### src/hw/qla_motor_pkg.sv
// motor package: channel count, command and status layout, quad DAC frame constants
package qla_motor_pkg;

    localparam int NUM_CHAN = 4;                // motor channels 1 to 4

    typedef logic [15:0]         cur_cmd_t;    // commanded current, DAC code
    typedef logic [NUM_CHAN-1:0] chan_mask_t;  // bit 0 is channel 1

    // --------------------
    // bits of a write to the motor status offset
    localparam int AMP_EN_BIT      = 8;        // requested enable state
    localparam int AMP_EN_MASK_BIT = 9;        // enable field is valid

    // bits of the motor status word, low 16 bits carry cur_cmd
    localparam int STAT_SAFETY_BIT      = 17;
    localparam int STAT_NOT_DISABLE_BIT = 29;

    // --------------------
    // quad DAC frame: command, address, data
    localparam int DAC_FRAME_BITS = 24;
    localparam logic [3:0] DAC_CMD_WRITE_UPDATE = 4'd3;   // write and update channel n
    localparam int DAC_HALF_PERIOD = 2;                   // sysclk cycles per sclk half

    // whole update: per frame one setup cycle (csel high) and one hold cycle
    localparam int DAC_UPDATE_CYCLES =
        NUM_CHAN * (DAC_FRAME_BITS * 2 * DAC_HALF_PERIOD + 2);

endpackage

### src/hw/qla_regmap_pkg.sv
// register map package: host address fields, bank codes and channel register offsets
package qla_regmap_pkg;

    typedef logic [15:0] addr_t;        // host register address
    typedef logic [31:0] word_t;        // host data word

    typedef logic [3:0] bank_t;         // addr[15:12]
    typedef logic [3:0] chan_idx_t;     // addr[7:4], 0 is the board
    typedef logic [3:0] off_t;          // addr[3:0]

    // --------------------
    // bank codes
    localparam bank_t ADDR_MAIN = 4'h0;

    // channel register offsets
    localparam off_t OFF_BOARD_STATUS = 4'd0;   // channel 0 only
    localparam off_t OFF_DAC_CTRL     = 4'd1;   // commanded current
    localparam off_t OFF_MOTOR_STATUS = 4'd12;  // enable write, status read

    // --------------------
    // field extraction, same split for read and write side
    function automatic bank_t addr_bank(input addr_t addr);
        return addr[15:12];
    endfunction

    function automatic chan_idx_t addr_chan(input addr_t addr);
        return addr[7:4];
    endfunction

    function automatic off_t addr_off(input addr_t addr);
        return addr[3:0];
    endfunction

endpackage

### src/hw/dac_serializer.sv
// DAC serializer: snapshots the four commands and shifts them to the quad DAC over SPI
module dac_serializer (
    input  logic                                              sysclk,
    input  logic                                              rst_n,
    input  logic                                              dac_update,
    input  qla_motor_pkg::cur_cmd_t [qla_motor_pkg::NUM_CHAN-1:0] cmd_all,
    output logic                                              dac_sclk,
    output logic                                              dac_mosi,
    output logic                                              dac_csel,    // active low
    output logic                                              dac_busy
);
    import qla_motor_pkg::*;

    localparam int FRAME_W = (NUM_CHAN > 1) ? $clog2(NUM_CHAN) : 1;
    localparam int BIT_W   = $clog2(DAC_FRAME_BITS);
    localparam int DIV_W   = (DAC_HALF_PERIOD > 1) ? $clog2(DAC_HALF_PERIOD) : 1;

    typedef logic [DAC_FRAME_BITS-1:0] frame_t;

    cur_cmd_t [NUM_CHAN-1:0] cmd_snap;  // frozen for the whole update
    frame_t                  shift_reg;
    logic [FRAME_W-1:0]      frame_cnt;
    logic [BIT_W-1:0]        bit_cnt;
    logic [DIV_W-1:0]        div_cnt;   // half-period divider
    logic                    hold;      // trailing cycle after the last fall
    logic                    half_done;
    logic                    last_frame;
    logic                    start;

    // command, channel address, data, MSB first
    function automatic frame_t frame_word(input logic [FRAME_W-1:0] idx, input cur_cmd_t cmd);
        return {DAC_CMD_WRITE_UPDATE, 4'(idx), cmd};
    endfunction

    assign start      = dac_update && !dac_busy;    // requests during busy are dropped
    assign half_done  = (div_cnt == DIV_W'(DAC_HALF_PERIOD - 1));
    assign last_frame = (frame_cnt == FRAME_W'(NUM_CHAN - 1));
    assign dac_mosi   = shift_reg[DAC_FRAME_BITS-1];

    // snapshot, payload only
    always_ff @(posedge sysclk) begin
        if (start) begin
            cmd_snap <= cmd_all;
        end
    end

    // --------------------
    // frame sequencer
    // per frame: setup (csel high), 2*bits half periods, hold, then next setup
    always_ff @(posedge sysclk) begin
        if (!rst_n) begin
            dac_busy  <= 1'b0;
            dac_csel  <= 1'b1;
            dac_sclk  <= 1'b0;
            shift_reg <= '0;
            frame_cnt <= '0;
            bit_cnt   <= '0;
            div_cnt   <= '0;
            hold      <= 1'b0;
        end else if (!dac_busy) begin
            if (start) begin
                dac_busy  <= 1'b1;
                frame_cnt <= '0;
                shift_reg <= frame_word('0, cmd_all[0]);   // first frame straight from input
            end
        end else if (dac_csel) begin
            dac_csel <= 1'b0;           // end of setup cycle
            bit_cnt  <= '0;
            div_cnt  <= '0;
        end else if (hold) begin
            hold     <= 1'b0;
            dac_csel <= 1'b1;
            if (last_frame) begin
                dac_busy <= 1'b0;
            end else begin
                frame_cnt <= frame_cnt + 1'b1;
                shift_reg <= frame_word(frame_cnt + 1'b1, cmd_snap[frame_cnt + 1'b1]);
            end
        end else if (half_done) begin
            div_cnt  <= '0;
            dac_sclk <= !dac_sclk;
            if (dac_sclk) begin
                shift_reg <= shift_reg << 1;    // mosi moves on the falling edge
                if (bit_cnt == BIT_W'(DAC_FRAME_BITS - 1)) begin
                    hold <= 1'b1;
                end else begin
                    bit_cnt <= bit_cnt + 1'b1;
                end
            end
        end else begin
            div_cnt <= div_cnt + 1'b1;
        end
    end

endmodule

### src/hw/motor_channel.sv
// motor channel: commanded current register, amplifier enable and safety disable latch
module motor_channel (
    input  logic                    sysclk,
    input  logic                    rst_n,
    input  logic                    cmd_wen,
    input  logic                    mstat_wen,
    input  qla_regmap_pkg::word_t   reg_wdata,
    input  logic                    wdog_timeout,
    input  logic                    amp_fault,          // active low
    output qla_motor_pkg::cur_cmd_t cur_cmd,
    output qla_regmap_pkg::word_t   motor_status,
    output logic                    amp_enable_cmd,
    output logic                    amp_disable_pin     // 1 -> amplifier off
);
    import qla_motor_pkg::*;

    localparam int CMD_W = $bits(cur_cmd_t);

    logic amp_en;           // commanded enable
    logic safety_latch;     // set by watchdog or fault, cleared by enable write
    logic en_write;         // write carries a valid enable field
    logic en_set;           // host tries to enable the amplifier
    logic amp_en_nxt;
    logic safety_nxt;

    // --------------------
    // commanded current
    always_ff @(posedge sysclk) begin
        if (!rst_n) begin
            cur_cmd <= '0;
        end else if (cmd_wen) begin
            cur_cmd <= reg_wdata[CMD_W-1:0];
        end
    end

    // --------------------
    // enable and safety
    assign en_write = mstat_wen && reg_wdata[AMP_EN_MASK_BIT];  // no mask, no change
    assign en_set   = en_write && reg_wdata[AMP_EN_BIT];

    assign amp_en_nxt = en_write ? reg_wdata[AMP_EN_BIT] : amp_en;

    // fault only counts while the amplifier is on
    always_comb begin
        if (en_set) begin
            safety_nxt = 1'b0;
        end else begin
            safety_nxt = safety_latch || wdog_timeout || (!amp_fault && amp_en);
        end
    end

    always_ff @(posedge sysclk) begin
        if (!rst_n) begin
            amp_en          <= 1'b0;
            safety_latch    <= 1'b0;
            amp_disable_pin <= 1'b1;    // amplifiers off out of reset
            amp_enable_cmd  <= 1'b0;
        end else begin
            amp_en          <= amp_en_nxt;
            safety_latch    <= safety_nxt;
            amp_disable_pin <= !amp_en_nxt || safety_nxt;   // pin tracks next state
            amp_enable_cmd  <= en_set;  // one cycle, feeds wdog_clear
        end
    end

    // --------------------
    // status word
    always_comb begin
        motor_status                       = '0;
        motor_status[CMD_W-1:0]            = cur_cmd;
        motor_status[STAT_SAFETY_BIT]      = safety_latch;
        motor_status[STAT_NOT_DISABLE_BIT] = amp_en;
    end

endmodule

### src/hw/qla_core.sv
// motor command core: host register bus, four motor channels and the quad DAC serializer
module qla_core (
    input  logic                      sysclk,
    input  logic                      rst_n,
    // host bus
    input  qla_regmap_pkg::addr_t     reg_waddr,
    input  qla_regmap_pkg::word_t     reg_wdata,
    input  logic                      reg_wen,
    input  logic                      blk_wen,
    input  qla_regmap_pkg::addr_t     reg_raddr,
    output qla_regmap_pkg::word_t     reg_rdata,
    // board and amplifiers
    input  logic [3:0]                board_id,
    input  logic                      wdog_timeout,
    input  qla_motor_pkg::chan_mask_t amp_fault,        // active low
    output logic                      wdog_clear,
    output qla_motor_pkg::chan_mask_t amp_disable_pin,
    // quad DAC
    output logic                      dac_sclk,
    output logic                      dac_mosi,
    output logic                      dac_csel,
    output logic                      dac_busy
);
    import qla_regmap_pkg::*;
    import qla_motor_pkg::*;

    chan_mask_t              cmd_wen;
    chan_mask_t              mstat_wen;
    chan_mask_t              amp_enable_cmd;
    logic                    dac_update;
    cur_cmd_t [NUM_CHAN-1:0] cur_cmd_all;
    word_t [NUM_CHAN-1:0]    motor_status_all;

    // any enable attempt clears the watchdog
    assign wdog_clear = |amp_enable_cmd;

    // --------------------
    reg_write_decode i_reg_write_decode (
        .sysclk     (sysclk),
        .rst_n      (rst_n),
        .reg_waddr  (reg_waddr),
        .reg_wen    (reg_wen),
        .blk_wen    (blk_wen),
        .dac_busy   (dac_busy),
        .cmd_wen    (cmd_wen),
        .mstat_wen  (mstat_wen),
        .dac_update (dac_update)
    );

    // --------------------
    for (genvar k = 0; k < NUM_CHAN; k++) begin : g_chan    // g_chan[0] is motor 1
        motor_channel i_motor_channel (
            .sysclk          (sysclk),
            .rst_n           (rst_n),
            .cmd_wen         (cmd_wen[k]),
            .mstat_wen       (mstat_wen[k]),
            .reg_wdata       (reg_wdata),
            .wdog_timeout    (wdog_timeout),
            .amp_fault       (amp_fault[k]),
            .cur_cmd         (cur_cmd_all[k]),
            .motor_status    (motor_status_all[k]),
            .amp_enable_cmd  (amp_enable_cmd[k]),
            .amp_disable_pin (amp_disable_pin[k])
        );
    end

    // --------------------
    dac_serializer i_dac_serializer (
        .sysclk     (sysclk),
        .rst_n      (rst_n),
        .dac_update (dac_update),
        .cmd_all    (cur_cmd_all),
        .dac_sclk   (dac_sclk),
        .dac_mosi   (dac_mosi),
        .dac_csel   (dac_csel),
        .dac_busy   (dac_busy)
    );

    reg_read_mux i_reg_read_mux (
        .reg_raddr        (reg_raddr),
        .board_id         (board_id),
        .wdog_timeout     (wdog_timeout),
        .amp_fault        (amp_fault),
        .motor_status_all (motor_status_all),
        .cur_cmd_all      (cur_cmd_all),
        .reg_rdata        (reg_rdata)
    );

endmodule

### src/hw/reg_read_mux.sv
// register read mux: board status and per-channel command or status, chosen by read address
module reg_read_mux (
    input  qla_regmap_pkg::addr_t                                 reg_raddr,
    input  logic [3:0]                                            board_id,
    input  logic                                                  wdog_timeout,
    input  qla_motor_pkg::chan_mask_t                             amp_fault,
    input  qla_regmap_pkg::word_t [qla_motor_pkg::NUM_CHAN-1:0]   motor_status_all,
    input  qla_motor_pkg::cur_cmd_t [qla_motor_pkg::NUM_CHAN-1:0] cur_cmd_all,
    output qla_regmap_pkg::word_t                                 reg_rdata
);
    import qla_regmap_pkg::*;
    import qla_motor_pkg::*;

    localparam int SEL_W = (NUM_CHAN > 1) ? $clog2(NUM_CHAN) : 1;

    chan_idx_t         rchan;
    off_t              roff;
    logic [SEL_W-1:0]  sel;             // channel - 1
    chan_mask_t        safety_all;
    chan_mask_t        not_disable_all;
    logic [11:0]       amp_summary;
    word_t             board_status;

    assign rchan = addr_chan(reg_raddr);
    assign roff  = addr_off(reg_raddr);
    assign sel   = SEL_W'(rchan - 1'b1);

    // --------------------
    // board status, channel order 4..1 in each group
    always_comb begin
        for (int k = 0; k < NUM_CHAN; k++) begin
            safety_all[k]      = motor_status_all[k][STAT_SAFETY_BIT];
            not_disable_all[k] = motor_status_all[k][STAT_NOT_DISABLE_BIT];
        end
    end

    assign amp_summary  = {amp_fault, safety_all, not_disable_all};
    assign board_status = {4'b0, board_id, wdog_timeout, 11'b0, amp_summary};

    // --------------------
    // read select, anything unmapped reads 0
    always_comb begin
        reg_rdata = '0;
        if (addr_bank(reg_raddr) == ADDR_MAIN) begin
            if (rchan == '0) begin
                if (roff == OFF_BOARD_STATUS) begin
                    reg_rdata = board_status;
                end
            end else if (rchan <= chan_idx_t'(NUM_CHAN)) begin
                if (roff == OFF_DAC_CTRL) begin
                    reg_rdata = word_t'(cur_cmd_all[sel]);  // zero-extended
                end else if (roff == OFF_MOTOR_STATUS) begin
                    reg_rdata = motor_status_all[sel];
                end
            end
        end
    end

endmodule

### src/hw/reg_write_decode.sv
// register write decode: per-channel write strobes and the deferred DAC update request
module reg_write_decode (
    input  logic                      sysclk,
    input  logic                      rst_n,
    input  qla_regmap_pkg::addr_t     reg_waddr,
    input  logic                      reg_wen,
    input  logic                      blk_wen,
    input  logic                      dac_busy,
    output qla_motor_pkg::chan_mask_t cmd_wen,
    output qla_motor_pkg::chan_mask_t mstat_wen,
    output logic                      dac_update
);
    import qla_regmap_pkg::*;
    import qla_motor_pkg::*;

    bank_t      wbank;
    chan_idx_t  wchan;
    off_t       woff;
    logic       main_bank;
    chan_mask_t chan_hit;       // one-hot channel select, bit 0 is channel 1
    logic       dac_waddr;      // DAC offset of any non-board channel
    logic       dac_write;
    logic       dac_req;        // pending update request

    // --------------------
    // address split
    assign wbank     = addr_bank(reg_waddr);
    assign wchan     = addr_chan(reg_waddr);
    assign woff      = addr_off(reg_waddr);
    assign main_bank = (wbank == ADDR_MAIN);

    always_comb begin
        for (int k = 0; k < NUM_CHAN; k++) begin
            chan_hit[k] = main_bank && (wchan == chan_idx_t'(k + 1));
        end
    end

    // per-channel strobes, channel 0 and 5..15 hit nothing
    assign cmd_wen   = (reg_wen && (woff == OFF_DAC_CTRL))     ? chan_hit : '0;
    assign mstat_wen = (reg_wen && (woff == OFF_MOTOR_STATUS)) ? chan_hit : '0;

    // --------------------
    // deferred DAC update
    // block write ends with blk_wen on the DAC offset, quadlet write leaves it low
    assign dac_waddr = main_bank && (wchan != '0) && (woff == OFF_DAC_CTRL);
    assign dac_write = dac_waddr && (reg_wen || blk_wen);

    always_ff @(posedge sysclk) begin
        if (!rst_n) begin
            dac_req    <= 1'b0;
            dac_update <= 1'b0;
        end else begin
            if (dac_write) begin
                dac_req <= blk_wen;             // repeated requests merge here
            end else if (dac_req && !dac_busy) begin
                dac_req <= 1'b0;                // handed to the serializer
            end
            dac_update <= dac_req && !dac_busy; // one cycle after the hand-off
        end
    end

endmodule

### config.mk
export PLATFORM = sky130hd
export DESIGN_NAME = qla_core
export DESIGN_NICKNAME = d
export VERILOG_FILES = /design/src/hw/qla_motor_pkg.sv /design/src/hw/qla_regmap_pkg.sv /design/src/hw/dac_serializer.sv /design/src/hw/motor_channel.sv /design/src/hw/qla_core.sv /design/src/hw/reg_read_mux.sv /design/src/hw/reg_write_decode.sv
export SDC_FILE = /design/constraint.sdc
export NUM_CORES = 1
export LEC_CHECK = 0
export BUFFER_PORTS_ARGS = -buffer_cell sky130_fd_sc_hd__buf_2
export CORE_ASPECT_RATIO = 2
export CORE_MARGIN = 5
export CORE_UTILIZATION = 30
export DETAILED_ROUTE_END_ITERATION = 16
export PLACE_DENSITY = 0.52
export SYNTH_ARGS = -nofsm -noshare
export SYNTH_HDL_FRONTEND = slang
export SYNTH_SLANG_ARGS = --single-unit
### constraint.sdc
create_clock -name sysclk -period 4.7 [get_ports sysclk]
set_input_delay 0.47 -clock sysclk [delete_from_list [all_inputs] [get_ports sysclk]]
set_output_delay 0.47 -clock sysclk [all_outputs]
set_load 0.01 [all_outputs]
### Word-level counts from Yosys, hierarchy flattened

Index checks and enable logic that the tools add are counted.

* flip-flop bits (word level): 182
* output and inout port bits: 41
* memories kept: 0
* memory bits (writable): 0
* latch bits: 0
* bits in read-only memories: 0
* bits of input ports: 77
* word-level logic and storage cells: 178

* mux-type cells: 55
* reductions and logical operators: 62
* add/subtract/negate cells: 4
* div/mod/pow operators: 0
* bitwise logic cells: 2
* shifts and indexed selects: 0
* $mul: 0
* $lt $le $gt $ge: 3
* equal/unequal tests: 18

Operators with widths (count)
* 32-bit 2-to-1 mux: 6
* 24-bit 2-to-1 mux: 7
* 16-bit binary-select mux with 2-bit select: 2
* 32-bit binary-select mux with 2-bit select: 1
* 16-bit 2-to-1 mux: 2
* 28-bit 2-to-1 mux: 1
* 5-bit 2-to-1 mux: 5
* 1-bit 2-to-1 mux: 24
* 1-bit logical AND: 23
* 4-bit logical NOT: 4
* 1-bit logical OR: 13
* 4-bit by 1-bit == test with 1-bit output (second input constant): 3
* 1-bit logical NOT: 10
* 2-bit 2-to-1 mux: 5
* 5-bit AND reduction: 2
* 4-bit by 2-bit == test with 1-bit output (second input constant): 2
* 4-bit == test (second input constant): 2
* 4-bit 2-to-1 mux: 2
* 4-bit AND reduction: 2
* 2-bit nonzero test: 4
* 2-bit by 3-bit < comparator with 1-bit output (second input constant): 2
* 2-bit inequality test (second input constant): 3
* 3-bit inequality test (second input constant): 2
* 5-bit by 1-bit adder with 5-bit output (second input constant): 1
* other kinds (13): 16

### Longest topological paths before layout

Gate-level depths: netlist of run 1.

* depth after elaboration: 8
* depth in mapped cells: 9
* gate-level depth less buffers: 6

### Cells and area by module

Synthesis of run 1 repeated with hierarchy kept, for this count alone.

* cell total of the unflattened synthesis: 923
* area total of the unflattened synthesis: 10311.1 µm²

Modules (own cells, without submodules)
* dac_serializer: cells an instance 334, area an instance 4251.6 µm², sequential area each 2642.5 µm², instances 1
* motor_channel: cells an instance 96, area an instance 994.7 µm², sequential area each 400.4 µm², instances 4
* reg_read_mux: cells an instance 175, area an instance 1866.8 µm², sequential area each 0.0 µm², instances 1
* reg_write_decode: cells an instance 29, area an instance 206.4 µm², sequential area each 40.0 µm², instances 1
* qla_core: cells an instance 1, area an instance 7.5 µm², sequential area each 0.0 µm², instances 1

### Worst setup path after synthesis of run 1

No wires, ideal clock.

* path kind: in2out
* start point: input reg_raddr[4]
* end point: output reg_rdata[11]
* buffers on the path: 4
* data arrival time: 2692 ps
* path slack: 1538 ps
* cell stages on the path: 8
* data required time: 4230 ps
* cell sequence: buf_2 > buf_2 > inv_1 > ha_1 > clkbuf_1 > buf_1 > mux4_2 > a32o_1

* cells in the longest elaborated chain, start to end: 8
* elaborated cells between the ends (all ways): 12
* those cells by class: 1 x add/sub; 1 x order compare; 9 x mux; 1 x reduce/logical

Ends and longest elaborated chain
* start, declared: line qla_core.sv:10 `input qla_regmap_pkg::addr_t reg_raddr,`
* 2-bit by 1-bit subtractor with 2-bit output: line reg_read_mux.sv:26 `assign sel = SEL_W'(rchan - 1'b1);`
* 32-bit binary-select mux with 2-bit select: line reg_read_mux.sv:53 `reg_rdata = motor_status_all[sel];`
* 32-bit 2-to-1 mux (implied by the code): line reg_read_mux.sv:53
* 32-bit 2-to-1 mux: line reg_read_mux.sv:52 `end else if (roff == OFF_MOTOR_STATUS) begin`
* 32-bit 2-to-1 mux: line reg_read_mux.sv:50 `if (roff == OFF_DAC_CTRL) begin`
* 32-bit 2-to-1 mux: line reg_read_mux.sv:49 `end else if (rchan <= chan_idx_t'(NUM_CHAN)) begin`
* 32-bit 2-to-1 mux *: line reg_read_mux.sv:45 `if (rchan == '0) begin`
* 32-bit 2-to-1 mux *: line reg_read_mux.sv:44 `if (addr_bank(reg_raddr) == ADDR_MAIN) begin`
* end, declared: line qla_core.sv:11 `output qla_regmap_pkg::word_t reg_rdata,`

Mark *: on every way between the ends. The rest lies on a longest branch, timed or not. The select of a mux whose other input is x is not followed.

### Final worst setup path of run 1

* start point: input reg_raddr[13]
* end point: output reg_rdata[11]

* cells in the longest elaborated chain, start to end: 2

Ends and longest elaborated chain (line)
* 4-bit logical NOT: reg_read_mux.sv:44
* 32-bit 2-to-1 mux: reg_read_mux.sv:44

Every way passes these cells.

==> impl_metrics.ini, run 1 <==
[status]
status = completed

[logic_synthesis]
synth_top_area_share_pct = 29.2
postSynthCellCount = 734
synth-seq-cells = 182
dominantRegCellSynth = dfxtp_1
synth_area_per_cell_um2 = 11.0
async_reset_ff_share_pct = 0
yosysTopAreaCell = dfxtp_1
yosysWarnings = 0
syn_area_mm2 = 0.00808
yosysUniqueCellTypes = 61
ys_seq_area_share_pct = 53.0
synth_edf_count = 64
synth_area_leaders = dfxtp_1 29%, edfxtp_1 24%, mux2i_1 12%, mux4_2 5.3%, nand2_1 3.9%

[timing]
setup_viol = 0
hold_violations = 0
relSlewSlack_pct = 22.7
period_share_pct = 63.0
fin_crit_ns = 2.96
max_freq_mhz = 338
fin_skew_ns = 0.00841
holdWs_ns = 0.283
report.final.slew_viol_count = 0
rsz0062_at_grt = no
setup_tns_ns = 0
tightest_slew_ns = 1.16

[clock_tree]
cts_max_level = 4
cts_tree = done
clk_pin_slew_ns = 0.06
clk_path_buf_depth = 2
cts_root_buffer = clkbuf_16
cts-buffers-inserted = 17
cts_resized = 0
cts_setup_buffers = 0
cts_hold_buf = 0
cts_sinks = 182
clk_latency_ns = 0.43

[pwr]
p_leak_nw = 3.29
fin_total_pwr_mw = 3.20
power.density_mw_per_mm2 = 343
vdd_drop_max_mv = 0.251

[global_route]
grt_pass1_vias = 5911
grt_max_degree = 50
gr-total-overflow = 0
grt_pass1_wl_um = 32900
antenna_found_initial = 2
grt_usage_pct = 13.9

[die]
die_w_um = 126
die_height_um = 242
initial_core_util_pct = 30.2
die-area_mm2 = 0.0305
io_pins = 118
coreArea_mm2 = 0.0268
row_count = 85

[critical_path]
cpMostUsedCell = buf_2
cp.required_ns = 4.23
start_kind = input port
path_cells = buf_2 > or4_1 > nor2_1 > a32o_1 > buf_2
max_stage_delay_ns = 0.85
crit_family = simple AND/OR/NAND/NOR gates
path_class = input port to output pin
critical_path.max_fanout = 14
crit_buf_inv = 2
arrival_ns = 2.49
cpMaxStageDelayCell = nor2_1
endpoint_kind = output pin

[finish]
diodes = 0
syn_to_final_growth_pct = 15.7
fin_cells = 1155
nets = 875
fillers = 2691
drive_gt1_share_pct = 19.6
fin_area_mm2 = 0.00936
final_common_cell = dfxtp_1
most-common-layout-cells = 118 x dfxtp_1, 97 x mux2i_1, 84 x buf_2

[min_path]
hold_path_class = input port to flip-flop

[placement]
dp_cells = 1124
gp_congestion = 0.741
port_buffers = 84
dp.final_hpwl_um = 14700
postPlaceCellArea_mm2 = 0.00875

[route]
drc_errors = 0
wl_um = 21500
avgViaCountPerCell = 5.01
drt-wirelength-per-cell_um = 18.6
first_iter_violations = 285
ant_nets = 0
vias = 5785
drt_first_pass_iters = 4

[flow_run]
max-cap-violations = 0
## Yosys cell counts (all sizes together) (4+ instances only)
cell	number
dfxtp	118
mux2i	97
nand2	83
nor2	71
edfxtp	64
clkbuf	33
buf	29
o21ai	27
inv	24
a21oi	20
mux4	19
o221ai	15
a221oi	14
nand3	12
nor3	10
a32o	9
and2	8
nor2b	7
and3	6
nand4	6
or3	6
nand2b	5
or4	5
a22oi	4
## cell families after synthesis
kind of cell / after synthesis / synth area share [%]
AOI/OAI and AO/OA: 107 / 9.43
and+or+nand+nor: 235 / 14.1
xor gates and xnor gates: 2 / 0.217
muxes: 118 / 17.6
buffers and inverters: 86 / 5.11
adders and majority gates: 3 / 0.464
other: 1 / 0.0464
DFF: 182 / 53.0
## worst paths after layout
check                                              start                                                 end  slack (ns)  cells after the start
min                                        reg_wdata[11]  g_chan[3].i_motor_channel.cur_cmd[11]$_SDFFE_PN0P_        0.28                      3
max reg2reg         i_dac_serializer.dac_busy$_SDFF_PN0_         i_dac_serializer.shift_reg[11]$_SDFFE_PN0P_        2.26                      5
max                                        reg_raddr[13]                                       reg_rdata[11]        1.74                      5
min reg2reg  i_dac_serializer.shift_reg[23]$_SDFFE_PN0P_         i_dac_serializer.shift_reg[23]$_SDFFE_PN0P_        0.45                      2
## cell type report
type | count | area, um2 | area share, %
tap | 348 | 435 | 4.65
clock buffer | 23 | 479 | 5.12
sequential | 182 | 4280 | 45.8
multi-input combinational | 474 | 3430 | 36.7
inverter | 24 | 90.1 | 0.963
timing repair buffer | 96 | 510 | 5.46
clock inverter | 8 | 124 | 1.32
## worst reg2reg max path, stage by stage (launching register included)
cell and delay (ns):
dfxtp_1 0.45, buf_4 0.45, nand3b_1 0.77, nor2_1 0.33
nor2_1 0.06, a221oi_1 0.29
## metal layers
metal,vias to the layer above,part of all wire (%),GRT usage (%)
met1,2804,37,14.5
met5,-,0.12,0
met2,150,55,26.1
li1,2783,-,-
met4,4,3.2,6.60
met3,44,4.4,2.78
## report_power, final
| part | switching, mW | internal, mW | leakage, nW | total, mW |
|---|---|---|---|---|
| combinational | 0.0751 | 0.0393 | 1.61 | 0.114 |
| sequential | 0.00326 | 1.62 | 1.39 | 1.62 |
| clock | 0.587 | 0.879 | 0.288 | 1.47 |
## metrics by stage
step / setup WS [ns] / utilization [%]
floorplan: 1.54 / -
global route: 1.65 / 34.9
finish: 1.74 / 34.9
global placement: 1.75 / 32.7
CTS: 1.73 / 34.9
detailed placement: 1.73 / 32.7
(Power assumes the default switching activity.)
==> run 2, diff against run 1 <==
==> constraint.sdc (replaced) <==
create_clock -name sysclk -period 2.78 [get_ports sysclk]
set_input_delay 0.278 -clock sysclk [delete_from_list [all_inputs] [get_ports sysclk]]
set_output_delay 0.278 -clock sysclk [all_outputs]
set_load 0.01 [all_outputs]
==> run 2 against run 1 <==
  * Clock skew hardly changed
  * Critical path depth up 1
  * Cell area increased by 0.60%
  * Final cell count is 1.5% higher
  * Sequential power up 69%
  * Count of clock-buffer cells in the layout decreased by 4
  * Combinational power increased by 72%
  * Via count grew 0.29%
  * Die area did not move
  * Non-clock buffer count increased by 15
  * Largest power group unchanged
==> impl_metrics.ini, run 2 (synthesis results as in run 1) <==
[status]
status = completed

[placement]
dp.final_hpwl_um = 14800
gp_congestion = 0.751
port_buffers = 84

[clock_tree]
cts_resized = 0
cts_setup_buffers = 0
clk_path_buf_depth = 2
cts_sinks = 182
cts_tree = done
cts_hold_buf = 0
cts_max_level = 4
clk_pin_slew_ns = 0.07
clk_latency_ns = 0.43
cts-buffers-inserted = 17
cts_root_buffer = clkbuf_16

[critical_path]
endpoint_kind = output pin
path_class = input port to output pin
crit_buf_inv = 3
critical_path.max_fanout = 13
cpMostUsedCell = buf_2
crit_family = simple AND/OR/NAND/NOR gates
cp.required_ns = 2.50
cpMaxStageDelayCell = or4_1
start_kind = input port
max_stage_delay_ns = 0.62
path_cells = buf_2 > or4_1 > nor3_2 > buf_4 > a32o_1 > buf_2
arrival_ns = 1.91
r2r_slack_ns = 0.62

[global_route]
grt_max_degree = 65
grt_pass1_wl_um = 33000
grt_pass1_vias = 5999
antenna_found_initial = 1
grt_usage_pct = 14.0
gr-total-overflow = 0

[route]
wl_um = 21000
vias = 5802
drc_errors = 0
first_iter_violations = 236
drt-wirelength-per-cell_um = 17.9
drt_first_pass_iters = 5
avgViaCountPerCell = 4.95
ant_nets = 0

[timing]
fin_crit_ns = 2.19
max_freq_mhz = 457
hold_violations = 0
setup_tns_ns = 0
relSlewSlack_pct = 52.2
period_share_pct = 78.8
holdWs_ns = 0.0933
report.final.slew_viol_count = 0
tightest_slew_ns = 0.716
rsz0062_at_grt = no
fin_skew_ns = 0.00845
setup_viol = 0

[min_path]
hold_path_class = input port to flip-flop

[finish]
final_common_cell = dfxtp_1
syn_to_final_growth_pct = 16.4
drive_gt1_share_pct = 21.0
nets = 890
fillers = 2716
most-common-layout-cells = 118 x dfxtp_1, 97 x mux2i_1, 84 x buf_2

[die]
die_height_um = 242
die_w_um = 126
io_pins = 118
die-area_mm2 = 0.0305
row_count = 85
coreArea_mm2 = 0.0268
initial_core_util_pct = 30.2

[flow_run]
max-cap-violations = 0

[pwr]
power.density_mw_per_mm2 = 550
vdd_drop_max_mv = 0.420
p_leak_nw = 3.33
-- run 2: cell types whose count changed in the layout (fill, tap and decap cells not counted), sizes merged --
cell      before  now
buf           96  111
bufinv         3    1
clkbuf        23   19
clkinv         3    5
clkinvlp       2    5
diode          0    1
inv           24   26
-- run 2: worst paths after layout --
kind                                                                   from                                                  to  cells past startpoint
worst min register to register  i_dac_serializer.shift_reg[23]$_SDFFE_PN0P_         i_dac_serializer.shift_reg[23]$_SDFFE_PN0P_                      2
worst min-delay path                                          reg_wdata[15]  g_chan[3].i_motor_channel.cur_cmd[15]$_SDFFE_PN0P_                      3
worst max register to register           i_dac_serializer.hold$_SDFFE_PN0P_          i_dac_serializer.shift_reg[1]$_SDFFE_PN0P_                      4
worst max-delay path                                          reg_raddr[13]                                       reg_rdata[11]                      6
-- run 2: layout make-up --
class | instances | area, um2 | area share (%)
antenna | 1 | 2.50 | 0.0266
clock inverter | 13 | 108 | 1.14
clock buffer | 19 | 433 | 4.60
sequential | 182 | 4280 | 45.5
tap | 348 | 435 | 4.63
inverter | 24 | 90.1 | 0.957
multi-input combinational | 474 | 3420 | 36.4
timing repair buffer | 111 | 636 | 6.75
-- run 2: per-layer routing --
layer	part of all wire, %	track usage [%]	up-vias
li1	-	-	2817
met1	37	14.3	2792
met2	55	26.4	149
met3	4.7	3.42	44
met4	3.1	6.25	0
met5	0	0	-
-- run 2: per-stage QoR --
| step | worst slack (ns) | power (mW) | std cells | utilization (%) | cell area [um2] |
|---|---|---|---|---|---|
| after floorplan | 0.00243 | 2.91 | 742 | - | 8110 |
| after global placement | 0.540 | 3.00 | 1139 | 33.1 | 8870 |
| after CTS | 0.552 | 5.25 | 1171 | 35.1 | 9410 |
| after detailed placement | 0.557 | 3.00 | 1139 | 33.1 | 8870 |
| final | 0.590 | 5.18 | 1172 | 35.1 | 9410 |
| after global routing | 0.442 | 5.36 | 1171 | 35.1 | 9410 |
-- run 2: power breakdown --
part	switching (mW)	internal [mW]
clock network	1.01	1.23
registers	0.00547	2.74
logic	0.127	0.0689
total	1.14	4.03
-- run 2: worst register-to-register path, stage by stage (launching register included) --
cell and delay (ns):
dfxtp_1 0.73, nand2_1 0.62, o221ai_1 0.36, o21ai_0 0.12, a221oi_1 0.24
==> run 3, diff against run 2 <==
--- a/config.mk
+++ b/config.mk
@@ -10,7 +10,7 @@
 export CORE_MARGIN = 5
 export CORE_UTILIZATION = 30
 export DETAILED_ROUTE_END_ITERATION = 16
-export PLACE_DENSITY = 0.52
+export PLACE_DENSITY = 0.54
 export SYNTH_ARGS = -nofsm -noshare
 export SYNTH_HDL_FRONTEND = slang
 export SYNTH_SLANG_ARGS = --single-unit
==> constraint.sdc (replaced) <==
create_clock -name sysclk -period 1.9 [get_ports sysclk]
set_input_delay 0.19 -clock sysclk [delete_from_list [all_inputs] [get_ports sysclk]]
set_output_delay 0.19 -clock sysclk [all_outputs]
set_load 0.01 [all_outputs]
==> run 3 against run 2 <==
  * Hold slack lost 0.074 ns
  * Combinational power grew 64%
  * Sequential share of layout area shrank 1.6 points
  * Total power grew 47%
  * Utilization grew 1.5 points
  * Die area is the same
  * Via count grew 3.2%
  * Clock skew shrank 0.00064 ns
  * Count of clock-buffer cells in the layout grew 2
  * Final cell count grew 2.0%
  * Critical path depth shrank 2
  * Highest routed layer unchanged
==> impl_metrics.ini, run 3 (synthesis results as in run 1) <==
[status]
status = completed

[finish]
diodes = 0
syn_to_final_growth_pct = 21.3
nets = 916
most-common-layout-cells = 103 x dfxtp_1, 97 x mux2i_1, 84 x buf_2
final_common_cell = dfxtp_1
drive_gt1_share_pct = 25.4
fillers = 2675

[route]
drt_first_pass_iters = 4
ant_nets = 0
first_iter_violations = 283
avgViaCountPerCell = 5.00
wl_um = 21600
vias = 5985
drt-wirelength-per-cell_um = 18.0
drc_errors = 0

[pwr]
p_leak_nw = 3.52
power.density_mw_per_mm2 = 776
vdd_drop_max_mv = 0.580
fin_total_pwr_mw = 7.61

[timing]
period_share_pct = 98.2
holdWs_ns = 0.0192
fin_crit_ns = 1.87
fin_skew_ns = 0.00781
report.final.slew_viol_count = 0
tightest_slew_ns = 0.655
setup_viol = 0
relSlewSlack_pct = 56.3
hold_violations = 0
rsz0062_at_grt = yes
max_freq_mhz = 536

[global_route]
grt_usage_pct = 14.2
gr-total-overflow = 0
antenna_found_initial = 0
grt_pass1_vias = 6191
grt_max_degree = 59
grt_pass1_wl_um = 34100

[critical_path]
rr_worst_depth = 5
worst_r2r_endpoint = i_dac_serializer.bit_cnt[3]$_SDFFE_PN0P_
start_kind = flip-flop
path_class = flip-flop to output pin
cp.required_ns = 1.71
max_stage_delay_ns = 0.54
cpMaxStageDelayCell = mux4_2
arrival_ns = 1.68
critical_path.max_fanout = 4
rr_startpoint = i_dac_serializer.bit_cnt[0]$_SDFFE_PN0P_
path_cells = mux4_2 > a22oi_2 > nor2_1 > buf_2
r2r_slack_ns = 0.16
endpoint_kind = output pin

[min_path]
hold_start = blk_wen
min_to = i_reg_write_decode.dac_req$_SDFFE_PN0P_
hold_path_class = input port to flip-flop
hold-path-cell-count = 3

[die]
coreArea_mm2 = 0.0268
die_w_um = 126
io_pins = 118
die_height_um = 242
die-area_mm2 = 0.0305
row_count = 85
initial_core_util_pct = 30.2

[placement]
dp.final_hpwl_um = 15400
gp_congestion = 0.789
port_buffers = 84

[clock_tree]
clk_latency_ns = 0.43
cts_max_level = 4
cts_tree = done
clk_path_buf_depth = 2
clk_pin_slew_ns = 0.06
cts-buffers-inserted = 17
cts_sinks = 182
cts_root_buffer = clkbuf_16

[flow_run]
max-cap-violations = 0
==> run 3: changes by cell type in the layout (fill, tap and decap cells not counted), sizes merged <==
cell,previous run,this run
buf,111,132
dlygate4sd3,0,5
clkinv,5,8
clkinvlp,5,2
inv,26,23
clkbuf,19,21
diode,1,0
==> run 3: layer usage <==
metal	up-vias	part of all wire, %	global-route usage (%)
met3	31	3.1	2.56
met2	112	56	27.2
met4	0	2.7	5.34
met5	-	0	0
li1	2861	-	-
met1	2981	39	15.2
==> run 3: how the worst max path moves through the flow <==
stage	start	to	slack [ns]	cells after the start
6_report	g_chan[0].i_motor_channel.cur_cmd[0]$_SDFFE_PN0P_	reg_rdata[0]	0.03	4
5_1_grt	reg_raddr[3]	reg_rdata[0]	-0.05	7
3_5_place_dp	reg_raddr[13]	reg_rdata[29]	-0.02	6
3_3_place_gp	reg_raddr[13]	reg_rdata[3]	0.004	6
4_1_cts	g_chan[1].i_motor_channel.cur_cmd[11]$_SDFFE_PN0P_	reg_rdata[11]	-0.02	3
2_1_floorplan	reg_raddr[4]	reg_rdata[11]	-0.05	8
==> run 3: worst max-delay path, delay by kind of cell, from the launching register on <==
kind | cells | cell delay (ns)
muxes | 1 | 0.54
DFF | 1 | 0.33
AOI/OAI and AO/OA | 1 | 0.18
buffers and inverters | 1 | 0.14
and+or+nand+nor | 1 | 0.06
==> run 3: where the power goes <==
part	internal (mW)	total, mW	leakage [nW]	switching [mW]
clock	1.82	3.27	0.262	1.45
sequential	4.01	4.02	1.40	0.00913
combinational	0.128	0.322	1.86	0.194
total	5.95	7.61	3.52	1.66
==> run 3: final cells by class <==
type	instances	area (um2)	share of cell area, %
clock buffers	21	450	4.60
clock inverters	10	82.6	0.842
inverters	24	93.8	0.957
multi-input cells	474	3480	35.5
flip-flops and latches	182	4300	43.9
well taps	348	435	4.44
repair buffers	137	956	9.75
==> run 3: stage by stage <==
| stage | util, % | std cells | setup WS (ns) | TNS, ns | area [um2] |
|---|---|---|---|---|---|
| global placement | 33.9 | 1152 | 0.00417 | 0 | 9090 |
| CTS | 36.4 | 1195 | -0.0240 | -0.0257 | 9760 |
| floorplan | - | 742 | -0.0518 | -0.0518 | 8160 |
| detailed placement | 33.9 | 1152 | -0.0222 | -0.0415 | 9090 |
| global route | 36.6 | 1196 | -0.0476 | -0.125 | 9800 |
| finish | 36.6 | 1196 | 0.0342 | 0 | 9800 |
==> run 3: what timing repair did <==
action	in CTS	in global routing
buffers inserted	7	1
endpoints found under the hold margin	5	0
resized for setup	13	10
hold buffers	5	0
setup endpoints to repair	8	22
pin swaps	6	6
